--- src/design/pc_bus_pkg.sv ---
// cycle and result formats shared by the capture, queue and decoder blocks
// I/O port groups follow the system-board 8-way decode of address bits 7..5
// page register file is write-only, read back only through the top-level port
`default_nettype none

package pc_bus_pkg;

   localparam int ADDR_W        = 20;
   localparam int DATA_W        = 8;
   localparam int QUEUE_DEPTH   = 2;
   localparam int QPTR_W        = (QUEUE_DEPTH > 1) ? $clog2(QUEUE_DEPTH) : 1;
   localparam int QCNT_W        = $clog2(QUEUE_DEPTH + 1);
   localparam int PAGE_SEL_W    = 2;              // page slot from address bits 1..0
   localparam int NUM_PAGE_REGS = 1 << PAGE_SEL_W;

   typedef logic [ADDR_W-1:0] bus_addr_t;
   typedef logic [DATA_W-1:0] bus_data_t;
   typedef logic [3:0]        page_t;             // upper address nibble for DMA
   typedef page_t [NUM_PAGE_REGS-1:0] page_file_t;
   typedef logic [2:0]        sub_idx_t;          // rom chip, ram bank or port group
   typedef logic [QPTR_W-1:0] q_ptr_t;
   typedef logic [QCNT_W-1:0] q_count_t;

   localparam logic [3:0] ROM_SEG        = 4'hF;  // F0000..FFFFF
   localparam sub_idx_t   ROM_FIRST_CHIP = 3'd2;  // chips 0,1 not populated
   localparam sub_idx_t   PORT_PAGE_GRP  = 3'd4;
   localparam sub_idx_t   PORT_NMI_GRP   = 3'd5;

   typedef enum logic [1:0] {
      KIND_MEM_RD,
      KIND_MEM_WR,
      KIND_IO_RD,
      KIND_IO_WR
   } cycle_kind_e;

   typedef enum logic [3:0] {
      TGT_NONE,
      TGT_DMA,
      TGT_PIC,
      TGT_PIT,
      TGT_PPI,
      TGT_PAGE_REG,
      TGT_NMI_REG,
      TGT_ROM,
      TGT_RAM
   } target_e;

   typedef struct packed {
      bus_addr_t   addr;
      bus_data_t   data;
      cycle_kind_e kind;
      logic        dma_owned;   // cycle driven while the DMA owns the bus
   } bus_cycle_t;

   typedef struct packed {
      target_e   target;
      sub_idx_t  sub_idx;
      bus_addr_t addr;
   } decode_result_t;

endpackage

`default_nettype wire

--- src/design/cycle_capture.sv ---
// acknowledge side of the four-phase input handshake
// cyc_i must stay stable while cyc_req_i is high and cyc_ack_o is low
`timescale 1ns/1ps
`default_nettype none

module cycle_capture import pc_bus_pkg::*; (
   input  wire        clk,
   input  wire        reset_n,
   input  wire        cyc_req_i,
   input  bus_cycle_t cyc_i,
   output logic       cyc_ack_o,
   output logic       push_valid_o,
   output bus_cycle_t push_cycle_o,
   input  wire        push_ready_i
);

   typedef enum logic [1:0] {
      ST_IDLE,
      ST_PUSH,
      ST_ACK_HIGH
   } cap_state_e;

   cap_state_e state;
   bus_cycle_t cyc_q;   // latched cycle, like the address latches

   // control
   always_ff @(posedge clk or negedge reset_n) begin
      if (!reset_n) begin
         state <= ST_IDLE;
      end else begin
         case (state)
            ST_IDLE: begin
               if (cyc_req_i)
                  state <= ST_PUSH;
            end
            ST_PUSH: begin
               if (push_ready_i)
                  state <= ST_ACK_HIGH;   // queue took it, ack rises here
            end
            ST_ACK_HIGH: begin
               if (!cyc_req_i)
                  state <= ST_IDLE;       // requester let go
            end
            default: state <= ST_IDLE;
         endcase
      end
   end

   // capture only on the first edge of a new request
   always_ff @(posedge clk) begin
      if (state == ST_IDLE && cyc_req_i)
         cyc_q <= cyc_i;
   end

   assign push_valid_o = (state == ST_PUSH);
   assign push_cycle_o = cyc_q;
   assign cyc_ack_o    = (state == ST_ACK_HIGH);   // straight from state flops

endmodule

`default_nettype wire

--- src/design/cycle_queue.sv ---
// small circular FIFO between capture and decode, QUEUE_DEPTH entries
// a push and a pop on the same edge are both taken
// no push while full, even when a pop happens on that edge
`timescale 1ns/1ps
`default_nettype none

module cycle_queue import pc_bus_pkg::*; (
   input  wire        clk,
   input  wire        reset_n,
   input  wire        in_valid_i,
   input  bus_cycle_t in_cycle_i,
   output logic       in_ready_o,
   output logic       out_valid_o,
   output bus_cycle_t out_cycle_o,
   input  wire        out_ready_i
);

   bus_cycle_t mem [QUEUE_DEPTH];
   q_ptr_t     wr_ptr;
   q_ptr_t     rd_ptr;
   q_count_t   count;    // occupancy
   logic       push;
   logic       pop;

   // wrap for depths that are not a power of two
   function automatic q_ptr_t next_ptr(input q_ptr_t ptr);
      if (ptr == q_ptr_t'(QUEUE_DEPTH - 1))
         return '0;
      else
         return ptr + 1'b1;
   endfunction

   assign in_ready_o  = (count != q_count_t'(QUEUE_DEPTH));
   assign out_valid_o = (count != '0);
   assign push        = in_valid_i && in_ready_o;
   assign pop         = out_valid_o && out_ready_i;

   always_ff @(posedge clk or negedge reset_n) begin
      if (!reset_n) begin
         wr_ptr <= '0;
         rd_ptr <= '0;
         count  <= '0;
      end else begin
         if (push)
            wr_ptr <= next_ptr(wr_ptr);
         if (pop)
            rd_ptr <= next_ptr(rd_ptr);
         case ({push, pop})
            2'b10:   count <= count + 1'b1;
            2'b01:   count <= count - 1'b1;
            default: count <= count;    // none, or both at once
         endcase
      end
   end

   // storage
   always_ff @(posedge clk) begin
      if (push)
         mem[wr_ptr] <= in_cycle_i;
   end

   assign out_cycle_o = mem[rd_ptr];   // head entry, valid one cycle after its write

endmodule

`default_nettype wire

--- src/design/pc_bus_decode.sv ---
// bus-cycle select decoder, capture -> queue -> decode
// up to three cycles in flight, latency varies with result acknowledge
`timescale 1ns/1ps
`default_nettype none

module pc_bus_decode import pc_bus_pkg::*; (
   input  wire            clk,
   input  wire            reset_n,
   input  wire            cyc_req_i,
   input  bus_cycle_t     cyc_i,
   output logic           cyc_ack_o,
   output logic           res_req_o,
   output decode_result_t res_o,
   input  wire            res_ack_i,
   output page_file_t     page_regs_o,
   output logic           nmi_enable_o
);

   logic       cap_valid;   // capture -> queue
   bus_cycle_t cap_cycle;
   logic       cap_ready;
   logic       dec_valid;   // queue -> decoder
   bus_cycle_t dec_cycle;
   logic       dec_ready;

   cycle_capture u_capture (
      .clk          (clk),
      .reset_n      (reset_n),
      .cyc_req_i    (cyc_req_i),
      .cyc_i        (cyc_i),
      .cyc_ack_o    (cyc_ack_o),
      .push_valid_o (cap_valid),
      .push_cycle_o (cap_cycle),
      .push_ready_i (cap_ready)
   );

   cycle_queue u_queue (
      .clk         (clk),
      .reset_n     (reset_n),
      .in_valid_i  (cap_valid),
      .in_cycle_i  (cap_cycle),
      .in_ready_o  (cap_ready),
      .out_valid_o (dec_valid),
      .out_cycle_o (dec_cycle),
      .out_ready_i (dec_ready)
   );

   select_decoder u_decoder (
      .clk          (clk),
      .reset_n      (reset_n),
      .in_valid_i   (dec_valid),
      .in_cycle_i   (dec_cycle),
      .in_ready_o   (dec_ready),
      .res_req_o    (res_req_o),
      .res_o        (res_o),
      .res_ack_i    (res_ack_i),
      .page_regs_o  (page_regs_o),
      .nmi_enable_o (nmi_enable_o)
   );

endmodule

`default_nettype wire

--- src/design/select_decoder.sv ---
// decodes one cycle at a time and offers the result on a four-phase handshake
// page and NMI registers are written on the same edge that registers the result
// memory cycles that give none carry sub-index 0, I/O cycles always carry the group
`timescale 1ns/1ps
`default_nettype none

module select_decoder import pc_bus_pkg::*; (
   input  wire            clk,
   input  wire            reset_n,
   input  wire            in_valid_i,
   input  bus_cycle_t     in_cycle_i,
   output logic           in_ready_o,
   output logic           res_req_o,
   output decode_result_t res_o,
   input  wire            res_ack_i,
   output page_file_t     page_regs_o,
   output logic           nmi_enable_o
);

   typedef enum logic [1:0] {
      ST_IDLE,
      ST_PRESENT,
      ST_WAIT_DROP
   } dec_state_e;

   dec_state_e     state;
   decode_result_t dec;
   decode_result_t res_q;
   page_file_t     page_regs_q;
   logic           nmi_enable_q;
   logic           pop;

   function automatic decode_result_t decode_cycle(input bus_cycle_t cyc);
      decode_result_t r;
      sub_idx_t       grp;
      sub_idx_t       chip;
      logic           is_wr;
      r.target  = TGT_NONE;
      r.sub_idx = '0;
      r.addr    = cyc.addr;
      grp   = cyc.addr[7:5];
      chip  = cyc.addr[15:13];
      is_wr = (cyc.kind == KIND_IO_WR);
      case (cyc.kind)
         KIND_IO_RD, KIND_IO_WR: begin
            r.sub_idx = grp;
            // 8/9 qualify the on-board port space, DMA cycles never select a port
            if (!cyc.dma_owned && !cyc.addr[9] && !cyc.addr[8]) begin
               case (grp)
                  3'd0:          r.target = TGT_DMA;
                  3'd1:          r.target = TGT_PIC;
                  3'd2:          r.target = TGT_PIT;
                  3'd3:          r.target = TGT_PPI;
                  PORT_PAGE_GRP: r.target = is_wr ? TGT_PAGE_REG : TGT_NONE;
                  PORT_NMI_GRP:  r.target = is_wr ? TGT_NMI_REG : TGT_NONE;
                  default:       r.target = TGT_NONE;
               endcase
            end
         end
         default: begin
            if (cyc.kind == KIND_MEM_RD && cyc.addr[ADDR_W-1 -: 4] == ROM_SEG) begin
               if (chip >= ROM_FIRST_CHIP) begin   // empty sockets stay none
                  r.target  = TGT_ROM;
                  r.sub_idx = chip;
               end
            end else if (cyc.addr[19:18] == 2'b00) begin
               r.target  = TGT_RAM;               // low 256K, four banks
               r.sub_idx = {1'b0, cyc.addr[17:16]};
            end
         end
      endcase
      return r;
   endfunction

   assign dec        = decode_cycle(in_cycle_i);
   assign in_ready_o = (state == ST_IDLE);
   assign pop        = in_valid_i && in_ready_o;

   // handshake and board registers
   always_ff @(posedge clk or negedge reset_n) begin
      if (!reset_n) begin
         state        <= ST_IDLE;
         page_regs_q  <= '0;
         nmi_enable_q <= 1'b0;
      end else begin
         case (state)
            ST_IDLE: begin
               if (pop) begin
                  state <= ST_PRESENT;
                  if (dec.target == TGT_PAGE_REG)
                     page_regs_q[in_cycle_i.addr[PAGE_SEL_W-1:0]] <= in_cycle_i.data[3:0];
                  if (dec.target == TGT_NMI_REG)
                     nmi_enable_q <= in_cycle_i.data[7];   // bit 7 gates NMI
               end
            end
            ST_PRESENT: begin
               if (res_ack_i)
                  state <= ST_WAIT_DROP;   // req drops
            end
            ST_WAIT_DROP: begin
               if (!res_ack_i)
                  state <= ST_IDLE;
            end
            default: state <= ST_IDLE;
         endcase
      end
   end

   // result payload, held until the next pop
   always_ff @(posedge clk) begin
      if (pop)
         res_q <= dec;
   end

   assign res_req_o    = (state == ST_PRESENT);
   assign res_o        = res_q;
   assign page_regs_o  = page_regs_q;
   assign nmi_enable_o = nmi_enable_q;

endmodule

`default_nettype wire

--- config.mk ---
export PLATFORM = sky130hd
export DESIGN_NAME = pc_bus_decode
export DESIGN_NICKNAME = d
export VERILOG_FILES = /design/src/design/pc_bus_pkg.sv /design/src/design/cycle_capture.sv /design/src/design/cycle_queue.sv /design/src/design/pc_bus_decode.sv /design/src/design/select_decoder.sv
export SDC_FILE = /design/constraint.sdc
export NUM_CORES = 1
export LEC_CHECK = 0
export BUFFER_PORTS_ARGS = -buffer_cell sky130_fd_sc_hd__clkbuf_2
export CORE_MARGIN = 1.5
export CORE_UTILIZATION = 60
export DETAILED_ROUTE_END_ITERATION = 8
export GPL_TIMING_DRIVEN = 0
export PLACE_DENSITY = 0.84
export SLEW_MARGIN = 20
export SYNTH_ARGS = -nofsm -noshare
export SYNTH_HDL_FRONTEND = slang
export SYNTH_SLANG_ARGS = --single-unit
--- constraint.sdc ---
create_clock -name clk -period 6.92 [get_ports clk]
set_input_delay 1.038 -clock clk [delete_from_list [all_inputs] [get_ports clk]]
set_output_delay 1.038 -clock clk [all_outputs]
set_load 0.005 [all_outputs]
Word level (Yosys, flattened, before mapping)
Memory sizes are Yosys's and may differ from the RTL's.
Cells that the tools add are included.
{"block": "word_totals", "ff_bits": 83, "mem_count": 1, "word_cells": 94, "out_inout_bits": 46, "mem_bits_rw": 62}
{"block": "op_classes", "eq_ne": 23, "addsub": 4, "reduce_logical": 22, "order_cmp": 3, "mux": 24}
{"name": "u_queue.mem", "words": 2, "width": 31, "rd": 1, "rd_ports_with_merged_regs": 0, "write_ports": 1, "line": "cycle_queue.sv:18", "text": "bus_cycle_t mem [QUEUE_DEPTH];"}
{"cell": "one-hot mux 4 bit (6 select lines)", "n": 1}
{"cell": "2-to-1 mux 7 bit", "n": 3}
{"cell": "bitwise mux 16 bit", "n": 1}
{"cell": "2-to-1 mux 2 bit", "n": 6}
{"cell": "inequality test 2 bit, second input constant", "n": 6}
{"cell": "one-hot mux 2 bit (3 select lines)", "n": 2}
{"cell": "AND reduction 3 bit", "n": 4}
{"cell": "equality test 2 bit, second input constant", "n": 5}
{"cell": "demux 4 bit (select 2 bit)", "n": 1}
{"cell": "equality test 4 x 3 -> 1 bit, second input constant", "n": 2}
{"cell": "logical NOT 2 bit", "n": 4}
{"cell": "2-to-1 mux 4 bit", "n": 2}
{"cell": "logical AND 1 bit", "n": 7}
{"cell": "equality test 2 x 1 -> 1 bit, second input constant", "n": 3}
{"cell": "equality test 3 x 2 -> 1 bit, second input constant", "n": 2}
{"cell": "equality test 3 bit, second input constant", "n": 2}
{"cell": "2-to-1 mux 3 bit", "n": 2}
{"cell": "2-to-1 mux 6 bit", "n": 1}
{"cell": "equality test 4 bit, second input constant", "n": 1}
{"cell": "2-to-1 mux 1 bit", "n": 4}
{"cell": "one-hot mux 2 bit (2 select lines)", "n": 1}
{"cell": "nonzero test 2 bit", "n": 2}
{"cell": "equality test 3 x 1 -> 1 bit, second input constant", "n": 1}
{"cell": ">= comparator 3 x 2 -> 1 bit, second input constant", "n": 1}
{"cell": "other kinds (9)", "n": 12}

Logic depth before layout (Yosys ltp)
Gate-level depths: netlist of run 1.
An unclocked memory read counts as a cell.
{"block": "depth", "word_depth": 8, "depth_mapped": 8, "mapped_depth_nobuf": 7}

Modules after synthesis
Synthesis of run 1 repeated with hierarchy kept, for this count alone.
{"block": "unflattened", "cells_unflattened": 261, "hier_area_um2": 5270.1}
{"mod": "cycle_queue", "cells_each": 114, "seq_area_each_um2": 1961.9, "n_inst": 1, "area_each_um2": 2451.1}
{"mod": "select_decoder", "cells_each": 106, "seq_area_each_um2": 1286.2, "n_inst": 1, "area_each_um2": 1786.7}
{"mod": "cycle_capture", "cells_each": 41, "seq_area_each_um2": 980.9, "n_inst": 1, "area_each_um2": 1032.2}

Least setup slack after synthesis of run 1
Ideal clock, no wire load.
{"block": "synth_path", "path_kind": "input port to flip-flop", "from": "input cyc_req_i", "to": "register u_capture.cyc_q (netlist bit u_capture.push_cycle_o[0]) (enable)", "path_slack_ps": 4201, "t_required_ps": 6507, "t_arrival_ps": 2306, "cell_stages": 2, "path_buffers": 0, "path_cell_list": "nand2b_1 > nor2_1"}
{"block": "synth_via", "elab_chain_len": 1}
{"element": "start: declaration", "line": "pc_bus_decode.sv:9", "text": "input wire cyc_req_i,"}
{"element": "logical AND 1 bit", "line": "cycle_capture.sv:51", "text": "if (state == ST_IDLE && cyc_req_i)"}
{"element": "end signal: assignment", "line": "cycle_capture.sv:52", "text": "cyc_q <= cyc_i;"}
{"element": "end: declaration", "line": "cycle_capture.sv:24", "text": "bus_cycle_t cyc_q;"}
Every way passes these cells.
A chain may end at the register's enable or synchronous reset.

Worst setup path after layout of run 1
{"block": "layout_path", "from": "register u_queue.count[0]", "to": "register u_queue.count[1]"}
{"block": "layout_via", "elab_chain_len": 4}
{"element": "start: declaration", "line": "cycle_queue.sv:21", "text": "q_count_t count;"}
{"element": "start signal: assignment", "line": "cycle_queue.sv:49", "text": "2'b10: count <= count + 1'b1;"}
{"element": "start signal: assignment", "line": "cycle_queue.sv:50", "text": "2'b01: count <= count - 1'b1;"}
{"element": "start signal: assignment", "line": "cycle_queue.sv:51", "text": "default: count <= count;"}
{"element": "nonzero test 2 bit *", "line": "cycle_queue.sv:34", "text": "assign out_valid_o = (count != '0);"}
{"element": "logical AND 1 bit *"}
{"element": "net u_decoder.pop", "line": "select_decoder.sv:31", "text": "logic pop;"}
{"element": "equality test 2 x 1 -> 1 bit or equality test 2 bit (tied branches)", "line": "cycle_queue.sv:48", "text": "case ({push, pop})"}
{"element": "one-hot mux 2 bit (2 select lines) or nonzero test 2 bit (tied branches)"}
The timed path passes the listed nets; every way through them passes the cells marked *.

==> key figures, run 1 <==
Die
  – Starting Density: around three fifths
  – Die Ht: roughly 94 um
  – Core box area: about 8100 um2
  – Num rows: 33
  – Horiz. Die Dim: about 94 um
  – IO Pins: 81
  – DIE AREA: about 8900 um2

Route
  – WL final: a little over 9 mm
  – Initial DRC count: 205
  – Vias per cell: about 5.6
  – First-pass iteration count of the detailed router: 4
  – ANT nets after route: 0
  – DRC viols: 0
  – Via count: around 2700
  – DR WL/cell: about 19 um

Clock network
  – Number of gates resized after CTS: 0
  – CTS sink cnt: between 100 and 150
  – Clock slew at reported path FFs: around 60 ps
  – Hold buffers post-CTS: 0
  – Clk_lat worst skew: between 500 and 600 ps
  – Clk root buf: clkbuf_8
  – CTS H-tree depth: 4
  – CTS tree: done
  – Cts bufs inserted: 17
  – Post-CTS setup buffers: 0
  – Clock Tree Buf Depth: 2

STA
  – Max-slew headroom: between 30% and 40%
  – Clk_skew: between 4 and 5 ps
  – Final WS setup: ~4300 ps
  – Max Slew Vio Count: 0
  – Fin. Hold Viols: 0
  – Crit path time final: around 2600 ps
  – Crit share post-route: between 30 and 40%
  – Highest clock rate: between 0.3 and 0.4 GHz
  – Worst slew pin tran: 996.6 ps
  – Final setup fails: 0
  – Fin Setup TNS: 0 ps
  – RSZ-0062 raised after global routing: false

Logic synthesis
  – Synth Area in XOR/XNOR: less than 1%
  – Sequential area share after synthesis: roughly four fifths
  – Cell Area, Synth: about 5000 um2
  – Simple-Gate Fraction of Synth Area: between 5 and 6%
  – Synth Area in Adders: 0.2496%
  – Register bit total from synthesis: 136
  – Ys Warns: 0
  – Largest family of logic cells by synthesized area: multiplexers
  – Synth cell types: between 40 and 50
  – Post-synth EDFFs: approximately 110
  – Share of synthesized registers carrying an async set or reset: a little under a fifth
  – Top FF cell, synth: edfxtp_1
  – Syn Nets: 305
  – Syn avg cell area: roughly 19 um2
  – Compound-Gate Fraction of Synth Area: about 3.6%
  – Mux cell area share after synthesis: around a tenth
  – Post-synthesis cell count: 269

Power and ir drop
  – Total power: approximately 2.8 mW
  – Cell Pwr Density: ~450 nW/um2
  – Lkg Pwr: ~2.4 nW
  – Maximum vdd drop: around 0.24 mV

Final layout
  – Finished Layout Cells: ~490
  – Layout area overhead: 23.69%
  – Ant diodes: 0
  – Share of cells above drive strength 1: between 40% and 50%
  – Final instance area: 6200 um2
  – Layout Nets: 404

Worst setup path
  – WS Path Type: flop to flop
  – Critical Path AT: about 3000 ps
  – Crit end category: flop
  – CP required: approximately 7400 ps
  – CP startpoint kind: flop
  – Biggest fanout along the worst timing path: 28

Global route
  – First-pass GRT wire length: 14.37 mm
  – Initial antenna violation count: 0
  – Total grt overflow: 0
  – Total GRT Usage: 23.19%
  – Largest net degree at the start of global routing: 29
  – Vias in the first global route: 2722

Status
  – Status: complete, no violations

Placement
  – GP Congestion: 0.8713
  – Buffers on Ports: 77
  – Detailed Place HPWL: around 5.8 mm
  – Place WS: 3999 ps
  – Placed cells: 454
  – Dpl cell area: 5634 um2

Hold path
  – Hold Path Class: flop to flop

Run
  – Max-cap violations: 0
worst max-delay path, cell delays in order (launching register included):
cell	delay [ps]
dfrtp_1	430
o21ai_0	800
inv_2	520
ha_1	470
nor2_1	140
xor2_1	160
synthesized netlist by cell type, drive strengths merged (2+ instances only):
| library cell | number | share of area (%) |
|---|---|---|
| nor2 | 11 | 0.82 |
| xnor2 | 4 | 0.70 |
| o221ai | 2 | 0.60 |
| a22oi | 2 | 0.30 |
| o21ai | 8 | 0.80 |
| inv | 8 | 0.60 |
| nor3 | 3 | 0.30 |
| edfxtp | 111 | 67 |
| clkbuf | 2 | 0.15 |
| dfrtp | 25 | 12 |
| mux2i | 2 | 0.40 |
| nand2 | 15 | 1.1 |
| mux2 | 39 | 9.1 |
| buf | 3 | 0.40 |
| nor4 | 2 | 0.67 |
| nor3b | 2 | 0.40 |
| and3 | 2 | 0.25 |
| a21oi | 3 | 0.30 |
| nand2b | 5 | 0.62 |
| nand3 | 4 | 0.40 |
final timing paths:
kind / from / to / slack [ps] / depth (start not counted)
min: u_capture.push_cycle_o[19] / u_queue.mem[1][19] / 440 / 0
min reg2reg: u_capture.push_cycle_o[19] / u_queue.mem[1][19] / 440 / 0
max in group asynchronous: reset_n / u_decoder.state[0] / 5970 / 1
max reg2reg: u_queue.count[0] / u_queue.count[1] / 4320 / 5
min in group asynchronous: reset_n / u_decoder.page_regs_o[3] / 540 / 1
max: u_queue.count[0] / u_queue.count[1] / 4320 / 5
layout by cell type, fill, tap and decap left out, types with 3 or more instances in the layout:
master,count
nand2b_1,5
clkinvlp_4,4
clkinv_4,3
a21oi_1,3
nor3_1,3
nand3_1,4
xnor2_1,4
nor2_4,3
nor2_1,8
dfrtp_1,25
inv_6,3
clkbuf_2,77
edfxtp_1,111
clkbuf_16,16
mux2_2,35
o21ai_0,7
mux2_4,4
nand2_1,15
inv_1,7
buf_16,3
cell families (layout without fill, tap and decap cells):
group                      Yosys count  count (layout)
AOI/OAI and AO/OA                   22              22
buffers and inverters               13             124
adders and majority gates            1               1
muxes                               41              41
and+or+nand+nor                     51              51
DFF                                136             136
xor gates and xnor gates             5               5
per-stage QoR:
step | utilization (%) | hold WS (ps)
after floorplan | - | 421.5
after global routing | 76.22 | 454.2
after CTS | 76.22 | 444.1
final | 76.22 | 442.7
after global placement | 67.97 | 421.6
after detailed placement | 69.27 | 429.8
sequential cells by signal (all words and copies together), names as in the netlist:
signal	flops
u_capture.push_cycle_o	28
u_capture.state	2
u_decoder.nmi_enable_o	1
u_decoder.page_regs_o	16
u_decoder.res_o	27
u_decoder.state	2
u_queue.count	2
u_queue.mem	56
u_queue.rd_ptr	1
u_queue.wr_ptr	1
report_power, final:
group          internal [mW]  switching, mW
Sequential              1.20          0.107
Combinational          0.256          0.371
Clock                  0.512          0.333
Total                   1.96          0.811
routing by layer:
layer	GRT usage [%]	up-vias	routed length (um)
li1	-	1233	-
met1	29.39	1335	3670
met2	36.03	128	4710
met3	6.844	25	606
met4	13.18	0	248
met5	0	-	0
layout make-up:
cell class	count	area [um2]
plain buffers	5	27.53
clock buffers	17	414.1
clock inverters	14	151.4
fillers	429	1934
inverters	8	30.03
multi-input cells	120	1018
flip-flops and latches	136	3959
well taps	105	131.4
repair buffers	80	467.9
Note: power is estimated with default switching activity, not from simulation.
==> run 2, diff against run 1 <==
- CORE_UTILIZATION: 60 -> 55
- PLACE_DENSITY: 0.84 -> 0.78
- clock period: 6.92 -> 2.4 ns (I/O delays scaled with it)
==> key figures, run 2 (same netlist as run 1, synthesis figures left out) <==
Die
  – Num rows: 34 (was 33)
  – Die Ht: 98.47 um (was 94.40 um)
  – Starting Density: 57.20% (was 61.62%)
  – IO Pins: 81 (unchanged)
  – DIE AREA: 9695 um2 (was 8911 um2)
  – Horiz. Die Dim: 98.47 um (was 94.40 um)
  – Core box area: 8763 um2 (was 8134 um2)

Status
  – Status: finished, violations left (was complete, no violations)
  – Failing checks: setup timing

STA
  – Crit share post-route: 102.1% (was 37.58%)
  – Crit path time final: 2450 ps (was 2601 ps)
  – Max Slew Vio Count: 0 (unchanged)
  – Final setup fails: 4 (was 0)
  – Clk_skew: 9.298 ps (was 4.694 ps)
  – Final WS setup: -49.56 ps (was 4319 ps)
  – RSZ-0062 raised after global routing: true (was false)
  – Max-slew headroom: 52.06% (was 32.86%)
  – Highest clock rate: 0.4082 GHz (was 0.3845 GHz)
  – Fin. Hold Viols: 0 (unchanged)
  – Worst slew pin tran: 710.1 ps (was 996.6 ps)

Power and ir drop
  – Seq pwr share: 45.2% (was 47.0%)
  – Switching Share: 30.37% (was 29.23%)
  – Maximum vdd drop: 0.8607 mV (was 0.2373 mV)
  – P_sw: 2.520 mW (was 811.3 uW)
  – Pint: 5.778 mW (was 1.964 mW)
  – Clock share of power: 29.7% (was 30.5%)
  – Combinational power share: 25.2% (was 22.6%)
  – Cell Pwr Density: 1278 nW/um2 (was 447.7 nW/um2)
  – Lkg Pwr: 2.589 nW (was 2.443 nW)

Worst setup path
  – Crit path to: u_decoder.page_regs_o[1] (was u_queue.count[1])
  – Reg-to-reg endpoint: u_decoder.page_regs_o[1] (was u_queue.count[1])
  – Crit-path most repeated cell: mux2_4
  – WS Path Type: flop to flop (unchanged)
  – Biggest fanout along the worst timing path: 4 (was 28)
  – Reg2reg start: u_queue.rd_ptr (was u_queue.count[0])
  – Flop2flop setup slack: -50 ps (was 4320 ps)
  – Reg2Reg Depth: 7 (was 5)
  – Crit-path slowest cell: or3b_4 (was o21ai_0)
  – CP peak stage delay: 480 ps (was 800 ps)
  – CP startpoint: u_queue.rd_ptr (was u_queue.count[0])
  – Critical Path AT: 2840 ps (was 3030 ps)
  – Worst path cell trace: buf_6 > mux2_4 > inv_4 > o41ai_4 > a2111oi_4 > or3b_4 > mux2_4 (was o21ai_0 > inv_2 > ha_1 > nor2_1 > xor2_1)
  – CP startpoint kind: flop (unchanged)
  – Crit end category: flop (unchanged)
  – CP required: 2790 ps (was 7350 ps)

Clock network
  – Clock Tree Buf Depth: 2 (unchanged)
  – CTS tree: done (unchanged)
  – CTS H-tree depth: 4 (unchanged)
  – Cts bufs inserted: 17 (unchanged)
  – Clk_lat worst skew: 510 ps (about the same)
  – Clock slew at reported path FFs: 70 ps (was 60 ps)
  – CTS sink cnt: 136 (unchanged)
  – Clk root buf: clkbuf_8 (unchanged)

Global route
  – Initial antenna violation count: 0 (unchanged)
  – Vias in the first global route: 2714 (was 2722)
  – Largest net degree at the start of global routing: 26 (was 29)
  – Total GRT Usage: 20.04% (was 23.19%)
  – First-pass GRT wire length: 14.37 mm (unchanged)
  – Total grt overflow: 0 (unchanged)

Final layout
  – Ant diodes: 0 (unchanged)
  – Layout Nets: 425 (was 404)
  – Max FFs per register: 56 (unchanged)
  – Commonest non-fill, non-tap cells in the layout: edfxtp_1, clkbuf_2, mux2_2 (unchanged)
  – Layout area overhead: 29.53% (was 23.69%)
  – Commonest non-fill, non-tap cell in the layout: edfxtp_1 (unchanged)
  – Finished Layout Cells: 510 (was 485)
  – Share of cells above drive strength 1: 49.50% (was 43.16%)
  – Largest Register: u_queue.mem (unchanged)

Route
  – DR WL/cell: 18.00 um (was 19.04 um)
  – Initial DRC count: 233 (was 205)
  – Via count: 2731 (was 2721)
  – Vias per cell: 5.355 (was 5.610)
  – ANT nets after route: 0 (unchanged)
  – DRC viols: 0 (unchanged)
  – WL final: 9.178 mm (was 9.236 mm)
  – First-pass iteration count of the detailed router: 4 (unchanged)

Placement
  – Buffers on Ports: 77 (unchanged)
  – Detailed Place HPWL: 5.593 mm (was 5.753 mm)
  – Placed cells: 457 (was 454)
  – GP Congestion: 0.8800 (was 0.8713)
  – Place WS: -624.2 ps (was 3999 ps)

Hold path
  – Hold Path Class: primary input to flop (was flop to flop)

Run
  – Max-cap violations: 0 (unchanged)
## run 2: repair_timing
action	in CTS	in global routing
setup endpoints to repair	49	16
endpoints found under the hold margin	25	3
gates cloned	1	1
resized for setup	23	10
pin swaps	3	2
hold buffers	1	3
buffers inserted	12	4
## run 2: worst min-delay path by stage
| stage | depth (start not counted) | slack, ps | to | start |
|---|---|---|---|---|
| 2_1_floorplan | 0 | 60 | u_capture.state[0] | reset_n |
| 3_3_place_gp | 1 | 410 | u_decoder.page_regs_o[1] | reset_n |
| 3_5_place_dp | 1 | 430 | u_decoder.page_regs_o[13] | reset_n |
| 4_1_cts | 1 | 4 | u_capture.push_cycle_o[21] | cyc_i[21] |
| 5_1_grt | 1 | 5 | u_capture.push_cycle_o[15] | cyc_i[15] |
| 6_report | 1 | 20 | u_capture.push_cycle_o[23] | cyc_i[23] |
## run 2: cell type report
type	instances	area (um2)
sequential	136	3960
fill	498	2271
multi-input combinational	120	1135
timing repair buffer	101	625.6
clock buffer	17	414.1
clock inverter	15	155.1
tap	108	135.1
inverter	8	36.28
buffer	4	26.28
timing repair inverter	1	5.005
## run 2: power by group through the flow
| stage | registers [mW] | logic [mW] | clock network, mW |
|---|---|---|---|
| after floorplan | 3.73 | 1.01 | 0 |
| after global placement | 3.75 | 1.59 | 0 |
| after detailed placement | 3.77 | 1.76 | 0 |
| after CTS | 3.73 | 2.02 | 2.48 |
| after global routing | 3.81 | 2.27 | 2.60 |
| final | 3.75 | 2.09 | 2.46 |
## run 2: metrics by stage
stage / hold slack, ps / utilization (%) / instance area (um2) / setup TNS [ps] / power (mW)
floorplan: 64.41 / - / 5012 / 0 / 4.742
global placement: 405.1 / 63.14 / 5533 / -53240 / 5.341
detailed placement: 430.5 / 64.16 / 5623 / -7532 / 5.529
CTS: 4.223 / 72.99 / 6396 / -207.2 / 8.237
global route: 5.430 / 74.09 / 6492 / -1005 / 8.674
finish: 20.52 / 74.09 / 6492 / -178.2 / 8.297
## run 2: critical path, delay by kind of cell, from the launching register on
kind	cells	cell delay, ps
compound gates	2	560
buf+inv	2	210
flops	1	450
mux	2	640
simple gates	1	480
## run 2: layer usage
metal | GRT usage (%) | share of wire [%]
met1 | 27.68 | 42
met2 | 31.19 | 50
met3 | 5.816 | 7.2
met4 | 6.609 | 1.5
met5 | 0 | 0
==> run 3, diff against run 2 <==
- CTS_BUF_LIST: default -> sky130_fd_sc_hd__clkbuf_16
- GPL_TIMING_DRIVEN: 0 -> default
- SLEW_MARGIN: 20 -> 5
==> key figures, run 3 (same netlist as run 1, synthesis figures left out) <==
Status
  – Status: complete, no violations (was finished, violations left)

Final layout
  – Fill cells: 543 (was 498)
  – Largest Register: u_queue.mem (unchanged)
  – Finished Layout Cells: 504 (was 510)
  – Ant diodes: 0 (unchanged)
  – Commonest non-fill, non-tap cells in the layout: edfxtp_1, clkbuf_2, mux2_2 (unchanged)
  – Layout Nets: 419 (was 425)
  – Layout area overhead: 26.04% (was 29.53%)
  – Utilization after layout: 72.09% (was 74.09%)
  – Max FFs per register: 56 (unchanged)
  – Commonest non-fill, non-tap cell in the layout: edfxtp_1 (unchanged)
  – Share of cells above drive strength 1: 46.97% (was 49.50%)

Global route
  – Initial antenna violation count: 0 (unchanged)
  – First-pass GRT wire length: 13.63 mm (was 14.37 mm)
  – Total grt overflow: 0 (unchanged)
  – Total GRT Usage: 19.19% (was 20.04%)
  – Largest net degree at the start of global routing: 29 (was 26)
  – Vias in the first global route: 2678 (was 2714)

Die
  – Starting Density: 57.20% (unchanged)
  – Core box area: 8763 um2 (unchanged)
  – Num rows: 34 (unchanged)
  – DIE AREA: 9695 um2 (unchanged)
  – Die Ht: 98.47 um (unchanged)
  – Horiz. Die Dim: 98.47 um (unchanged)
  – IO Pins: 81 (unchanged)

Route
  – Vias per cell: 5.268 (was 5.355)
  – DR WL/cell: 17.16 um (was 18.00 um)
  – First-pass iteration count of the detailed router: 4 (unchanged)
  – Via count: 2655 (was 2731)
  – ANT nets after route: 0 (unchanged)
  – Met1 wire length: 3.733 mm (was 3.811 mm)
  – Top sig layer: met4 (unchanged)
  – WL final: 8.649 mm (was 9.178 mm)
  – Metal3 WL: 398 um (was 659 um)
  – Met2 wire length: 4.408 mm (was 4.568 mm)
  – DRC viols: 0 (unchanged)
  – Initial DRC count: 232 (was 233)

Worst setup path
  – Crit path buf inv count: 1 (was 2)
  – Crit path to: u_decoder.page_regs_o[3] (was u_decoder.page_regs_o[1])
  – Biggest fanout along the worst timing path: 6 (was 4)
  – Reg-to-reg endpoint: u_decoder.page_regs_o[3] (was u_decoder.page_regs_o[1])
  – CP peak stage delay: 470 ps (was 480 ps)
  – Critical Path AT: 2620 ps (was 2840 ps)
  – WS Path Type: flop to flop (unchanged)
  – CP startpoint kind: flop (unchanged)
  – Stages on worst setup path: 6 (was 7)
  – Delay-heaviest family, CP: multiplexers (unchanged)
  – Reg2reg start: u_queue.rd_ptr (unchanged)
  – Flop2flop setup slack: 70 ps (was -50 ps)
  – Worst path cell trace: mux2_2 > inv_2 > o221ai_2 > a2111oi_4 > or3b_4 > mux2_4 (was buf_6 > mux2_4 > inv_4 > o41ai_4 > a2111oi_4 > or3b_4 > mux2_4)
  – Crit end category: flop (unchanged)
  – Crit-path slowest cell: or3b_4 (unchanged)
  – CP required: 2690 ps (was 2790 ps)
  – CP startpoint: u_queue.rd_ptr (unchanged)
  – Reg2Reg Depth: 6 (was 7)

Power and ir drop
  – Cell Pwr Density: 1283 nW/um2 (was 1278 nW/um2)
  – Lkg Pwr: 2.526 nW (was 2.589 nW)
  – Maximum vdd drop: 0.7748 mV (was 0.8607 mV)

Placement
  – Buffers on Ports: 77 (unchanged)
  – Detailed Place HPWL: 5.564 mm (was 5.593 mm)
  – Placed cells: 468 (was 457)
  – Place WS: -133.0 ps (was -624.2 ps)
  – GP Congestion: 0.9035 (was 0.8800)

Clock network
  – Cts bufs inserted: 17 (unchanged)
  – Clk_lat worst skew: 400 ps (was 510 ps)
  – CTS sink cnt: 136 (unchanged)
  – Clk root buf: clkbuf_16 (was clkbuf_8)
  – Clock Tree Buf Depth: 2 (unchanged)
  – CTS H-tree depth: 4 (unchanged)
  – Clock slew at reported path FFs: 60 ps (was 70 ps)
  – CTS tree: done (unchanged)

Hold path
  – Worst hold path depth: 1 (unchanged)
  – HP Start: cyc_i[21] (was cyc_i[23])
  – Hold Path Class: primary input to flop (unchanged)

Run
  – Max-cap violations: 0 (unchanged)

STA
  – Fin. Hold Viols: 0 (unchanged)
  – Worst slew pin tran: 657.1 ps (was 710.1 ps)
  – Crit path time final: 2334 ps (was 2450 ps)
  – Final WS setup: 66.18 ps (was -49.56 ps)
  – Highest clock rate: 0.4285 GHz (was 0.4082 GHz)
  – RSZ-0062 raised after global routing: true (unchanged)
  – Max Slew Vio Count: 0 (unchanged)
  – Clk_skew: 7.826 ps (was 9.298 ps)
  – Crit share post-route: 97.24% (was 102.1%)
  – Final setup fails: 0 (was 4)
  – Max-slew headroom: 56.19% (was 52.06%)
## run 3: cell types whose count changed in the layout (fill, tap and decap cells not counted), moves of 4 or more
cell    previous run  this run
buf_4             14        19
inv_6              7         3
mux2_2            29        35
mux2_4            10         4
## run 3: through the flow
stage	cell area, um2	hold slack, ps	TNS (ps)	power, mW
finish	6317	129.6	0	8.105
global route	6317	106.6	-3.007	8.490
CTS	6296	115.6	0	8.126
detailed placement	5655	420.1	-1577	5.538
global placement	5655	405.7	-624.7	5.442
floorplan	5012	64.41	0	4.742
## run 3: how the worst min path moves through the flow
stage | to
after global placement | u_decoder.page_regs_o[13]
after detailed placement | u_decoder.page_regs_o[13]
final | u_capture.push_cycle_o[21]
after global routing | u_capture.push_cycle_o[14]
after floorplan | u_capture.state[0]
after CTS | u_capture.push_cycle_o[21]
## run 3: repair_timing
| item | in CTS | in global routing |
|---|---|---|
| hold buffers | 1 | 0 |
| hold endpoints to repair | 23 | 0 |
| cloned | 0 | 0 |
| buffers inserted | 4 | 0 |
| gates resized for setup | 7 | 8 |
| setup endpoints to repair | 16 | 16 |
| pin swaps | 2 | 1 |
## run 3: final cells by class
cell class                      count  area (um2)  share of cell area [%]
Inverter                            8       30.03                  0.4753
Sequential cell                   136        3960                   62.69
Tap cell                          108       135.1                   2.139
Clock inverter                     15       153.9                   2.436
Timing Repair Buffer              100       571.8                   9.051
Clock buffer                       17       425.4                   6.734
Multi-Input combinational cell    120        1041                   16.48
## run 3: power by group
| part | switching [mW] | leakage (nW) | total [mW] | internal (mW) |
|---|---|---|---|---|
| Clock | 0.948 | 0.271 | 2.48 | 1.53 |
| Sequential | 0.288 | 1.37 | 3.74 | 3.45 |
| Combinational | 1.06 | 0.888 | 1.89 | 0.834 |
## run 3: worst register-to-register path, stage by stage (launching register included)
cell,delay [ps]
dfrtp_2,440
mux2_2,390
inv_2,90
o221ai_2,120
a2111oi_4,390
or3b_4,470
mux2_4,320
## run 3: routing by layer
layer / track usage (%) / vias to the layer above
met4: 8.451 / 0
met2: 29.98 / 77
met5: 0 / -
met3: 5.816 / 9
met1: 25.28 / 1316
li1: - / 1253
